File: src/common/qBridge_config.svh
`ifndef QBRIDGE_CONFIG_SVH
`define QBRIDGE_CONFIG_SVH

//////////////////////
// Word and bus widths
//////////////////////

`define DATA_W          16              // Data word on both buses
`define QADDR_W         22              // Full Qbus address
`define HOST_ADDR_W     8               // Host byte address

//////////////////////
// Host side register map
//////////////////////

// Byte addresses, decoded on word boundaries
`define FADDR_IR        8'h00           // Event flags, read and clear
`define FADDR_SA        8'h02           // SA status write / SA address read

//////////////////////
// Qbus side register map
//////////////////////

`define QADDR_IP        22'o17772150    // IP register, I/O page
`define QADDR_SA        22'o17772152    // SA register, I/O page

// Only this slice of the Qbus address is compared
// BS7 already qualifies the I/O page
`define QDEC_LSB        1
`define QDEC_MSB        12

`endif
File: src/common/qBridgePkg.sv
package qBridgePkg;

    `include "qBridge_config.svh"

    //////////////////////
    // Bus bundles
    //////////////////////

    // Host external memory bus, already logical active-high levels
    typedef struct packed {
        logic                       addrLatch;  // Address phase strobe
        logic                       chipSel;    // Bridge selected
        logic                       readEn;     // Read strobe
        logic                       writeEn;    // Write strobe
        logic [1:0]                 byteEn;     // Bit 0 low byte, bit 1 high byte
        logic [`HOST_ADDR_W-1:0]    addr;       // Byte address
        logic [`DATA_W-1:0]         data;       // Write data
    } hostBusT;

    // Host read return, board handles the tristate
    typedef struct packed {
        logic [`DATA_W-1:0]         data;
        logic                       oe;         // Drive enable
    } hostReadT;

    // Qbus inputs as seen by the slave, polarity already removed
    typedef struct packed {
        logic                       sync;
        logic                       din;
        logic                       dout;
        logic                       wtbt;       // High on write means byte cycle
        logic                       bs7;        // I/O page select
        logic                       init;       // Bus init, aborts a cycle
        logic [`QADDR_W-1:0]        dal;        // Address / data lines
    } qbusInT;

    typedef struct packed {
        logic [`DATA_W-1:0]         dal;        // Read data toward the PDP-11
        logic                       dalOe;      // DAL driver enable
        logic                       reply;      // Slave reply level
    } qbusOutT;

    // Event flags, ipRead lands in bit 0 of the IR word
    typedef struct packed {
        logic                       saWritten;
        logic                       saRead;
        logic                       ipWritten;
        logic                       ipRead;
    } statusFlagsT;

    //////////////////////
    // Decode and FSM types
    //////////////////////

    typedef enum logic [1:0] {
        regIr,
        regSa,
        regNone
    } hostRegE;

    typedef enum logic [1:0] {
        qIdle,                                  // Waiting for sync
        qAddressed,                             // Selected, waiting for din or dout
        qReadData,                              // Driving DAL and reply
        qWriteData                              // Data taken, replying
    } qSlaveStateE;

    typedef enum logic [1:0] {
        selNone,
        selIp,
        selSa
    } qSelE;

endpackage

File: src/rtl/qBridgeTop.sv
`timescale 1ns/1ps
`include "qBridge_config.svh"

module qBridgeTop
    import qBridgePkg::*;
(
    input  logic        BRPLYf,             // System clock
    input  logic        F_IP_read_enable,   // Async reset, active high
    input  hostBusT     host,               // Host memory bus
    input  qbusInT      qbusIn,             // Qbus, sampled levels
    output hostReadT    hostRead,
    output qbusOutT     qbusOut,
    output logic        hostIrq             // To the host processor
);

    ////////////////////
    // Internal wiring
    ////////////////////

    logic [`DATA_W-1:0] saAddress;          // Qbus -> host
    logic [`DATA_W-1:0] saStatus;           // Host -> Qbus
    statusFlagsT        qEvent;
    statusFlagsT        flagSnapshot;
    logic               ipWriteClear;
    logic               irReadClear;

    // Host side registers
    hostRegisters u_hostRegisters (
        .BRPLYf           (BRPLYf),
        .F_IP_read_enable (F_IP_read_enable),
        .host             (host),
        .saAddress        (saAddress),
        .flagSnapshot     (flagSnapshot),
        .ipWriteClear     (ipWriteClear),
        .hostRead         (hostRead),
        .saStatus         (saStatus),
        .irReadClear      (irReadClear)
    );

    // PDP-11 facing slave
    qbusSlave u_qbusSlave (
        .BRPLYf           (BRPLYf),
        .F_IP_read_enable (F_IP_read_enable),
        .qbusIn           (qbusIn),
        .saStatus         (saStatus),
        .qbusOut          (qbusOut),
        .saAddress        (saAddress),
        .qEvent           (qEvent),
        .ipWriteClear     (ipWriteClear)
    );

    // Event flags and interrupt
    statusFlags u_statusFlags (
        .BRPLYf           (BRPLYf),
        .F_IP_read_enable (F_IP_read_enable),
        .qEvent           (qEvent),
        .addrLatch        (host.addrLatch),
        .irReadClear      (irReadClear),
        .flagSnapshot     (flagSnapshot),
        .hostIrq          (hostIrq)
    );

endmodule

File: src/rtl/statusFlags.sv
`timescale 1ns/1ps

module statusFlags
    import qBridgePkg::*;
(
    input  logic        BRPLYf,             // System clock
    input  logic        F_IP_read_enable,   // Async reset, active high
    input  statusFlagsT qEvent,             // Pulses from the Qbus slave
    input  logic        addrLatch,          // Host address phase
    input  logic        irReadClear,        // Host IR read started
    output statusFlagsT flagSnapshot,       // Frozen copy for the host
    output logic        hostIrq
);

    statusFlagsT flags;                     // Live sticky flags

    ////////////////////
    // Sticky flags
    ////////////////////

    // A new event in the clear cycle survives
    always_ff @(posedge BRPLYf or posedge F_IP_read_enable)
    begin
        if (F_IP_read_enable)
            flags <= '0;
        else if (irReadClear)
            flags <= qEvent;
        else
            flags <= statusFlagsT'(flags | qEvent);
    end

    // Snapshot on every host address phase, IR read returns this
    always_ff @(posedge BRPLYf or posedge F_IP_read_enable)
    begin
        if (F_IP_read_enable)
            flagSnapshot <= '0;
        else if (addrLatch)
            flagSnapshot <= flags;
    end

    assign hostIrq = |flags;                // Any pending PDP-11 access

endmodule

File: src/rtl/qbusSlave/qbusSlave.sv
`timescale 1ns/1ps
`include "qBridge_config.svh"

module qbusSlave
    import qBridgePkg::*;
(
    input  logic                BRPLYf,             // System clock
    input  logic                F_IP_read_enable,   // Async reset, active high
    input  qbusInT              qbusIn,             // Sampled Qbus levels
    input  logic [`DATA_W-1:0]  saStatus,           // Host written status word
    output qbusOutT             qbusOut,
    output logic [`DATA_W-1:0]  saAddress,          // PDP-11 written address word
    output statusFlagsT         qEvent,             // One-cycle event pulses
    output logic                ipWriteClear        // PDP-11 wrote IP
);

    localparam logic [`QADDR_W-1:0] ipQAddress = `QADDR_IP;
    localparam logic [`QADDR_W-1:0] saQAddress = `QADDR_SA;

    qSlaveStateE    state;
    qSlaveStateE    stateNext;
    qSelE           sel;                            // Latched at sync rise
    qSelE           selDecoded;                     // Live decode of the DAL
    logic           addr0;                          // Byte select for byte writes
    logic           syncD;                          // Sync one cycle back
    logic           syncRise;
    logic           cycleAbort;                     // Sync gone or init
    logic           readStart;
    logic           writeStart;

    ////////////////////
    // Address decode
    ////////////////////

    assign syncRise   = qbusIn.sync && !syncD;
    assign cycleAbort = !qbusIn.sync || qbusIn.init;

    always_comb
    begin
        selDecoded = selNone;
        if (qbusIn.bs7)                             // I/O page only
        begin
            if (qbusIn.dal[`QDEC_MSB:`QDEC_LSB] == ipQAddress[`QDEC_MSB:`QDEC_LSB])
                selDecoded = selIp;
            else if (qbusIn.dal[`QDEC_MSB:`QDEC_LSB] == saQAddress[`QDEC_MSB:`QDEC_LSB])
                selDecoded = selSa;
        end
    end

    // Data phase starts, din wins if both show up
    assign readStart  = state == qAddressed && !cycleAbort && qbusIn.din;
    assign writeStart = state == qAddressed && !cycleAbort && !qbusIn.din && qbusIn.dout;

    ////////////////////
    // Slave cycle FSM
    ////////////////////

    always_comb
    begin
        stateNext = state;
        if (cycleAbort)
            stateNext = qIdle;
        else
        begin
            case (state)
                qIdle:
                    if (syncRise && selDecoded != selNone)
                        stateNext = qAddressed;
                qAddressed:
                    if (readStart)
                        stateNext = qReadData;
                    else if (writeStart)
                        stateNext = qWriteData;
                qReadData:
                    if (!qbusIn.din)                // Drop reply the cycle after
                        stateNext = qAddressed;
                qWriteData:
                    if (!qbusIn.dout)
                        stateNext = qAddressed;
                default:
                    stateNext = qIdle;
            endcase
        end
    end

    always_ff @(posedge BRPLYf or posedge F_IP_read_enable)
    begin
        if (F_IP_read_enable)
        begin
            state <= qIdle;
            sel   <= selNone;
            addr0 <= 1'b0;
            syncD <= 1'b0;
        end
        else
        begin
            state <= stateNext;
            syncD <= qbusIn.sync;
            if (state == qIdle && syncRise)         // Address phase
            begin
                sel   <= selDecoded;
                addr0 <= qbusIn.dal[0];
            end
        end
    end

    ////////////////////
    // SA address register
    ////////////////////

    // Word write unless wtbt marks a byte cycle
    always_ff @(posedge BRPLYf or posedge F_IP_read_enable)
    begin
        if (F_IP_read_enable)
            saAddress <= '0;
        else if (writeStart && sel == selSa)
        begin
            if (!qbusIn.wtbt || !addr0)
                saAddress[7:0] <= qbusIn.dal[7:0];
            if (!qbusIn.wtbt || addr0)
                saAddress[`DATA_W-1:8] <= qbusIn.dal[`DATA_W-1:8];
        end
    end

    ////////////////////
    // Events and bus outputs
    ////////////////////

    always_comb
    begin
        qEvent.ipRead    = readStart && sel == selIp;
        qEvent.ipWritten = writeStart && sel == selIp;
        qEvent.saRead    = readStart && sel == selSa;
        qEvent.saWritten = writeStart && sel == selSa;
    end

    assign ipWriteClear = writeStart && sel == selIp;   // Resets SA status on host side

    // IP reads back as zero
    assign qbusOut.dalOe = state == qReadData;
    assign qbusOut.reply = state == qReadData || state == qWriteData;
    assign qbusOut.dal   = (state == qReadData && sel == selSa) ? saStatus : '0;

endmodule

File: src/rtl/hostPort/hostRegisters.sv
`timescale 1ns/1ps
`include "qBridge_config.svh"

module hostRegisters
    import qBridgePkg::*;
(
    input  logic                BRPLYf,             // System clock
    input  logic                F_IP_read_enable,   // Async reset, active high
    input  hostBusT             host,               // Host bus inputs
    input  logic [`DATA_W-1:0]  saAddress,          // Written by the PDP-11
    input  statusFlagsT         flagSnapshot,       // Flags frozen at address latch
    input  logic                ipWriteClear,       // PDP-11 wrote IP
    output hostReadT            hostRead,
    output logic [`DATA_W-1:0]  saStatus,           // Read by the PDP-11
    output logic                irReadClear         // First cycle of an IR read
);

    // Register map slices for word compare
    localparam logic [`HOST_ADDR_W-1:0] irHostAddress = `FADDR_IR;
    localparam logic [`HOST_ADDR_W-1:0] saHostAddress = `FADDR_SA;

    logic [`HOST_ADDR_W-1:0]    hostAddr;           // Latched address
    hostRegE                    hostReg;            // Decoded target
    logic                       readActive;
    logic                       writeActive;
    logic                       irRead;             // IR read in progress
    logic                       irReadD;            // Previous cycle of the above

    assign readActive  = host.chipSel && host.readEn;
    assign writeActive = host.chipSel && host.writeEn;

    ////////////////////
    // Address phase
    ////////////////////

    // Captured at the edge, used for decode from the next cycle
    always_ff @(posedge BRPLYf or posedge F_IP_read_enable)
    begin
        if (F_IP_read_enable)
            hostAddr <= '0;
        else if (host.addrLatch)
            hostAddr <= host.addr;
    end

    // Word granularity, byte bit ignored
    always_comb
    begin
        if (hostAddr[`HOST_ADDR_W-1:1] == irHostAddress[`HOST_ADDR_W-1:1])
            hostReg = regIr;
        else if (hostAddr[`HOST_ADDR_W-1:1] == saHostAddress[`HOST_ADDR_W-1:1])
            hostReg = regSa;
        else
            hostReg = regNone;
    end

    ////////////////////
    // SA status register
    ////////////////////

    always_ff @(posedge BRPLYf or posedge F_IP_read_enable)
    begin
        if (F_IP_read_enable)
            saStatus <= '0;
        else if (ipWriteClear)                          // Controller init from the PDP-11
            saStatus <= '0;
        else if (writeActive && hostReg == regSa)
        begin
            if (host.byteEn[0])
                saStatus[7:0] <= host.data[7:0];        // Low byte
            if (host.byteEn[1])
                saStatus[`DATA_W-1:8] <= host.data[`DATA_W-1:8];  // High byte
        end
    end

    ////////////////////
    // Read path
    ////////////////////

    // Straight from stored state, no read latency
    always_comb
    begin
        hostRead.oe   = readActive;
        hostRead.data = '0;
        if (readActive)
        begin
            case (hostReg)
                regIr:   hostRead.data = {{(`DATA_W-$bits(statusFlagsT)){1'b0}}, flagSnapshot};
                regSa:   hostRead.data = saAddress;
                default: hostRead.data = '0;            // Unmapped reads as zero
            endcase
        end
    end

    // Clear pulse only on the leading cycle of an IR read
    assign irRead = readActive && hostReg == regIr;

    always_ff @(posedge BRPLYf or posedge F_IP_read_enable)
    begin
        if (F_IP_read_enable)
            irReadD <= 1'b0;
        else
            irReadD <= irRead;
    end

    assign irReadClear = irRead && !irReadD;

endmodule

File: config.mk
export PLATFORM = sky130hd
export DESIGN_NAME = qBridgeTop
export DESIGN_NICKNAME = d
export VERILOG_FILES = /design/src/common/qBridgePkg.sv /design/src/rtl/qBridgeTop.sv /design/src/rtl/statusFlags.sv /design/src/rtl/qbusSlave/qbusSlave.sv /design/src/rtl/hostPort/hostRegisters.sv
export VERILOG_INCLUDE_DIRS = /design/src /design/src/common
export SDC_FILE = /design/constraint.sdc
export NUM_CORES = 1
export LEC_CHECK = 0
export BUFFER_PORTS_ARGS = -buffer_cell sky130_fd_sc_hd__buf_2
export CORE_UTILIZATION = 54
export DETAILED_ROUTE_END_ITERATION = 10
export PLACE_DENSITY = 0.95
export SYNTH_ARGS = -nofsm -noshare
export SYNTH_HDL_FRONTEND = slang
export SYNTH_SLANG_ARGS = --single-unit
File: constraint.sdc
create_clock -name BRPLYf -period 3.8 [get_ports BRPLYf]
set_input_delay 1.14 -clock BRPLYf [delete_from_list [all_inputs] [get_ports BRPLYf]]
set_output_delay 1.14 -clock BRPLYf [all_outputs]
set_load 0.05 [all_outputs]
==> metrics <==
syn_nets between 200 and 300; ys flop type dfrtp_1; initial antenna violation count 0; row count 25; top cell type's share of synthesized area 49.2%; Worst setup EP type output port; Boundary Pins 96; multi-input logic area approximately 1300 um2; hpwl dp 4120 um; CP startpoint kind input port; Max Cap Viol 0; Vias/cell 5.34; unrepaired setup endpoints after global routing no; Layout area overhead 19.0%; outcome finished, final reports clean; Synth area leader dfrtp_1; hold path cells 1; DIE WIDTH approximately 73 um; Hold EP u_qbusSlave.saAddress[14]; post-route setup TNS 0 ns; Initial Util 57.0%; CTS tree done; worst min-delay path category flop to flop; Max Slew Vio Count 0; Hold Path Origin u_qbusSlave.saAddress[14]; Diodes inserted 0; WL per Instance 14.8 um; CP dominant cell by count buf_2; proportion of layout cells with a drive suffix above 1 43.3%; first-pass iteration count of the detailed router 4; critical register-to-register path startpoint u_hostRegisters.hostAddr[6]; P_leak 1.66 nW; Post-CTS Setup Bufs 0; first-iteration detailed-routing DRC count between 70 and 80; PwrDens 310 nW/um2; CP arrival approximately 2.5 ns; # setup viols final 0; R2R setup slack 1.74 ns; register area roughly 1400 um2; Seq/Total Area, Yosys 49.2%; Post-Syn Instances approximately 230; Avg Cell Area, Syn 11.9 um2; Yosys cell types 41; Worst Skew 0.00881 ns; first-pass GRT wire length 9200 um; hold_buf cts 0; Async SR Flop Fraction 100%; Bufs on Longest Clock Path 2; GP Congestion 0.733; #FFs+latches synth 54; Max VDD drop 0.266 mV; R2R Path End u_hostRegisters.saStatus[1]; Root Driver clkbuf_8; Num CTS Buffers 5; CTS sink cnt 54; DRC 0; synthesis warning total 0; worst path cell trace buf_2, nor4bb_1, buf_4, and3_1, and2_1, buf_2; Area contributors post-synth dfrtp_1 49%, mux2_2 8.2%, mux2i_1 7.3%, and2_1 6.6%, o21ai_0 5.8%; Slew HR 44.4%; Tot Pwr around 1 mW; number of global-route vias before repair 1981; crit path time final ~3.7 ns; Worst path slowest cell and3_1; IO Port Bufs 88; peak fanout along the critical path 12; Clk Latency, worst-skew pair around 0.30 ns; CP required 2.66 ns; commonest cells in the synthesized netlist 54 x dfrtp_1, 32 x o21ai_0, 29 x and2_1; largest stage delay on the critical path 0.39 ns; Mapped Area 2750 um2; total core area 4820 um2; Total Wirelength 5630 um; antenna-violating nets left 0; Hold Vio Cnt, Final 0; count leader, synth dfrtp_1; fmax 0.273 GHz; full die area 5380 um2; Layout fillers 389; Slew @ Worst Pin 0.833 ns; grt total ovfl 0; Final period util between 90% and 100%; path depth of the worst reg2reg path 3; clock-pin slew of the registers on the worst-case setup and hold paths about 0.09 ns; post-cts resize count 0; GRT Resource Usage Total 22.5%; Final nets approximately 370; crit path kind input port to output port; Vias 2033; pin count of the biggest net entering global routing 55; Post-synth EDFFs 0; Die Y-Extent 73.3 um; Clock H-tree levels 2
-- sequential cells by signal, indices dropped and copies added, names as in the netlist --
name	cells
u_statusFlags.flagSnapshot	4
u_qbusSlave.addr0	1
u_qbusSlave.saAddress	16
u_qbusSlave.state	2
u_hostRegisters.irReadD	1
u_hostRegisters.saStatus	16
u_qbusSlave.syncD	1
u_hostRegisters.hostAddr	7
u_qbusSlave.sel	2
u_statusFlags.flags	4
-- critical path, delay by kind of cell --
| kind | cells | cell delay (ns) |
|---|---|---|
| and+or+nand+nor | 3 | 0.87 |
| buffers and inverters | 3 | 0.51 |
-- kinds of logic after synthesis --
logic type,Yosys count,share of synthesized area [%]
mux,48,19.9
xor+xnor,1,0.319
flops,54,49.2
compound gates,42,8.56
simple gates,68,17.5
buf+inv,18,4.56
-- power by group --
part,internal (mW),switching (mW)
registers,0.592,0.0166
logic,0.0431,0.0397
clock network,0.147,0.175
-- cell type report --
class                           instances  share of cell area, %
Clock inverter                          1                  0.153
Inverter                                2                  0.230
Multi-Input combinational cell        159                   38.9
Tap cell                               67                   2.57
Timing Repair Buffer                   91                   14.2
Clock buffer                            7                   2.64
Sequential cell                        54                   41.4
-- metal layers --
| metal | vias up | GRT usage, % | wire length, um |
|---|---|---|---|
| met3 | 4 | 4.25 | 275 |
| met2 | 69 | 39.8 | 2770 |
| met1 | 977 | 28.7 | 2550 |
| met5 | - | 0 | 0 |
| li1 | 983 | - | - |
| met4 | 0 | 5.13 | 31 |
-- worst max-delay path by stage --
stage / start / endpoint / slack (ns) / cells after the start
3_5_place_dp: host[27] / hostRead[11] / 0.16 / 6
5_1_grt: host[27] / hostRead[11] / 0.06 / 6
4_1_cts: host[27] / hostRead[11] / 0.12 / 6
2_1_floorplan: host[27] / hostRead[10] / 0.30 / 4
6_report: host[27] / hostRead[11] / 0.14 / 6
3_3_place_gp: host[27] / hostRead[16] / 0.14 / 6
-- through the flow --
stage	util (%)	hold WS, ns	worst slack, ns	std cells	area, um2
final	67.8	0.511	0.136	381	3270
after global routing	67.8	0.530	0.0606	381	3270
after floorplan	-	0.458	0.298	231	2750
after CTS	67.8	0.514	0.122	381	3270
after global placement	65.9	0.480	0.141	373	3180
after detailed placement	65.9	0.486	0.160	373	3180
-- placed cells by master, fill, tap and decap left out, drive strengths merged, types with 2 or more instances in the layout --
cell type  count
nand4          2
o21ai         34
o2bb2ai        3
nor4           3
mux2i         20
dfrtp         54
nand4bb        2
or4b           2
nand2          5
clkbuf         7
mux2          28
a21o           2
and2          29
nor2           8
nor2b          3
inv            2
buf           91
or4            4
nand2b         3
Note: power is estimated with default switching activity, not from simulation.
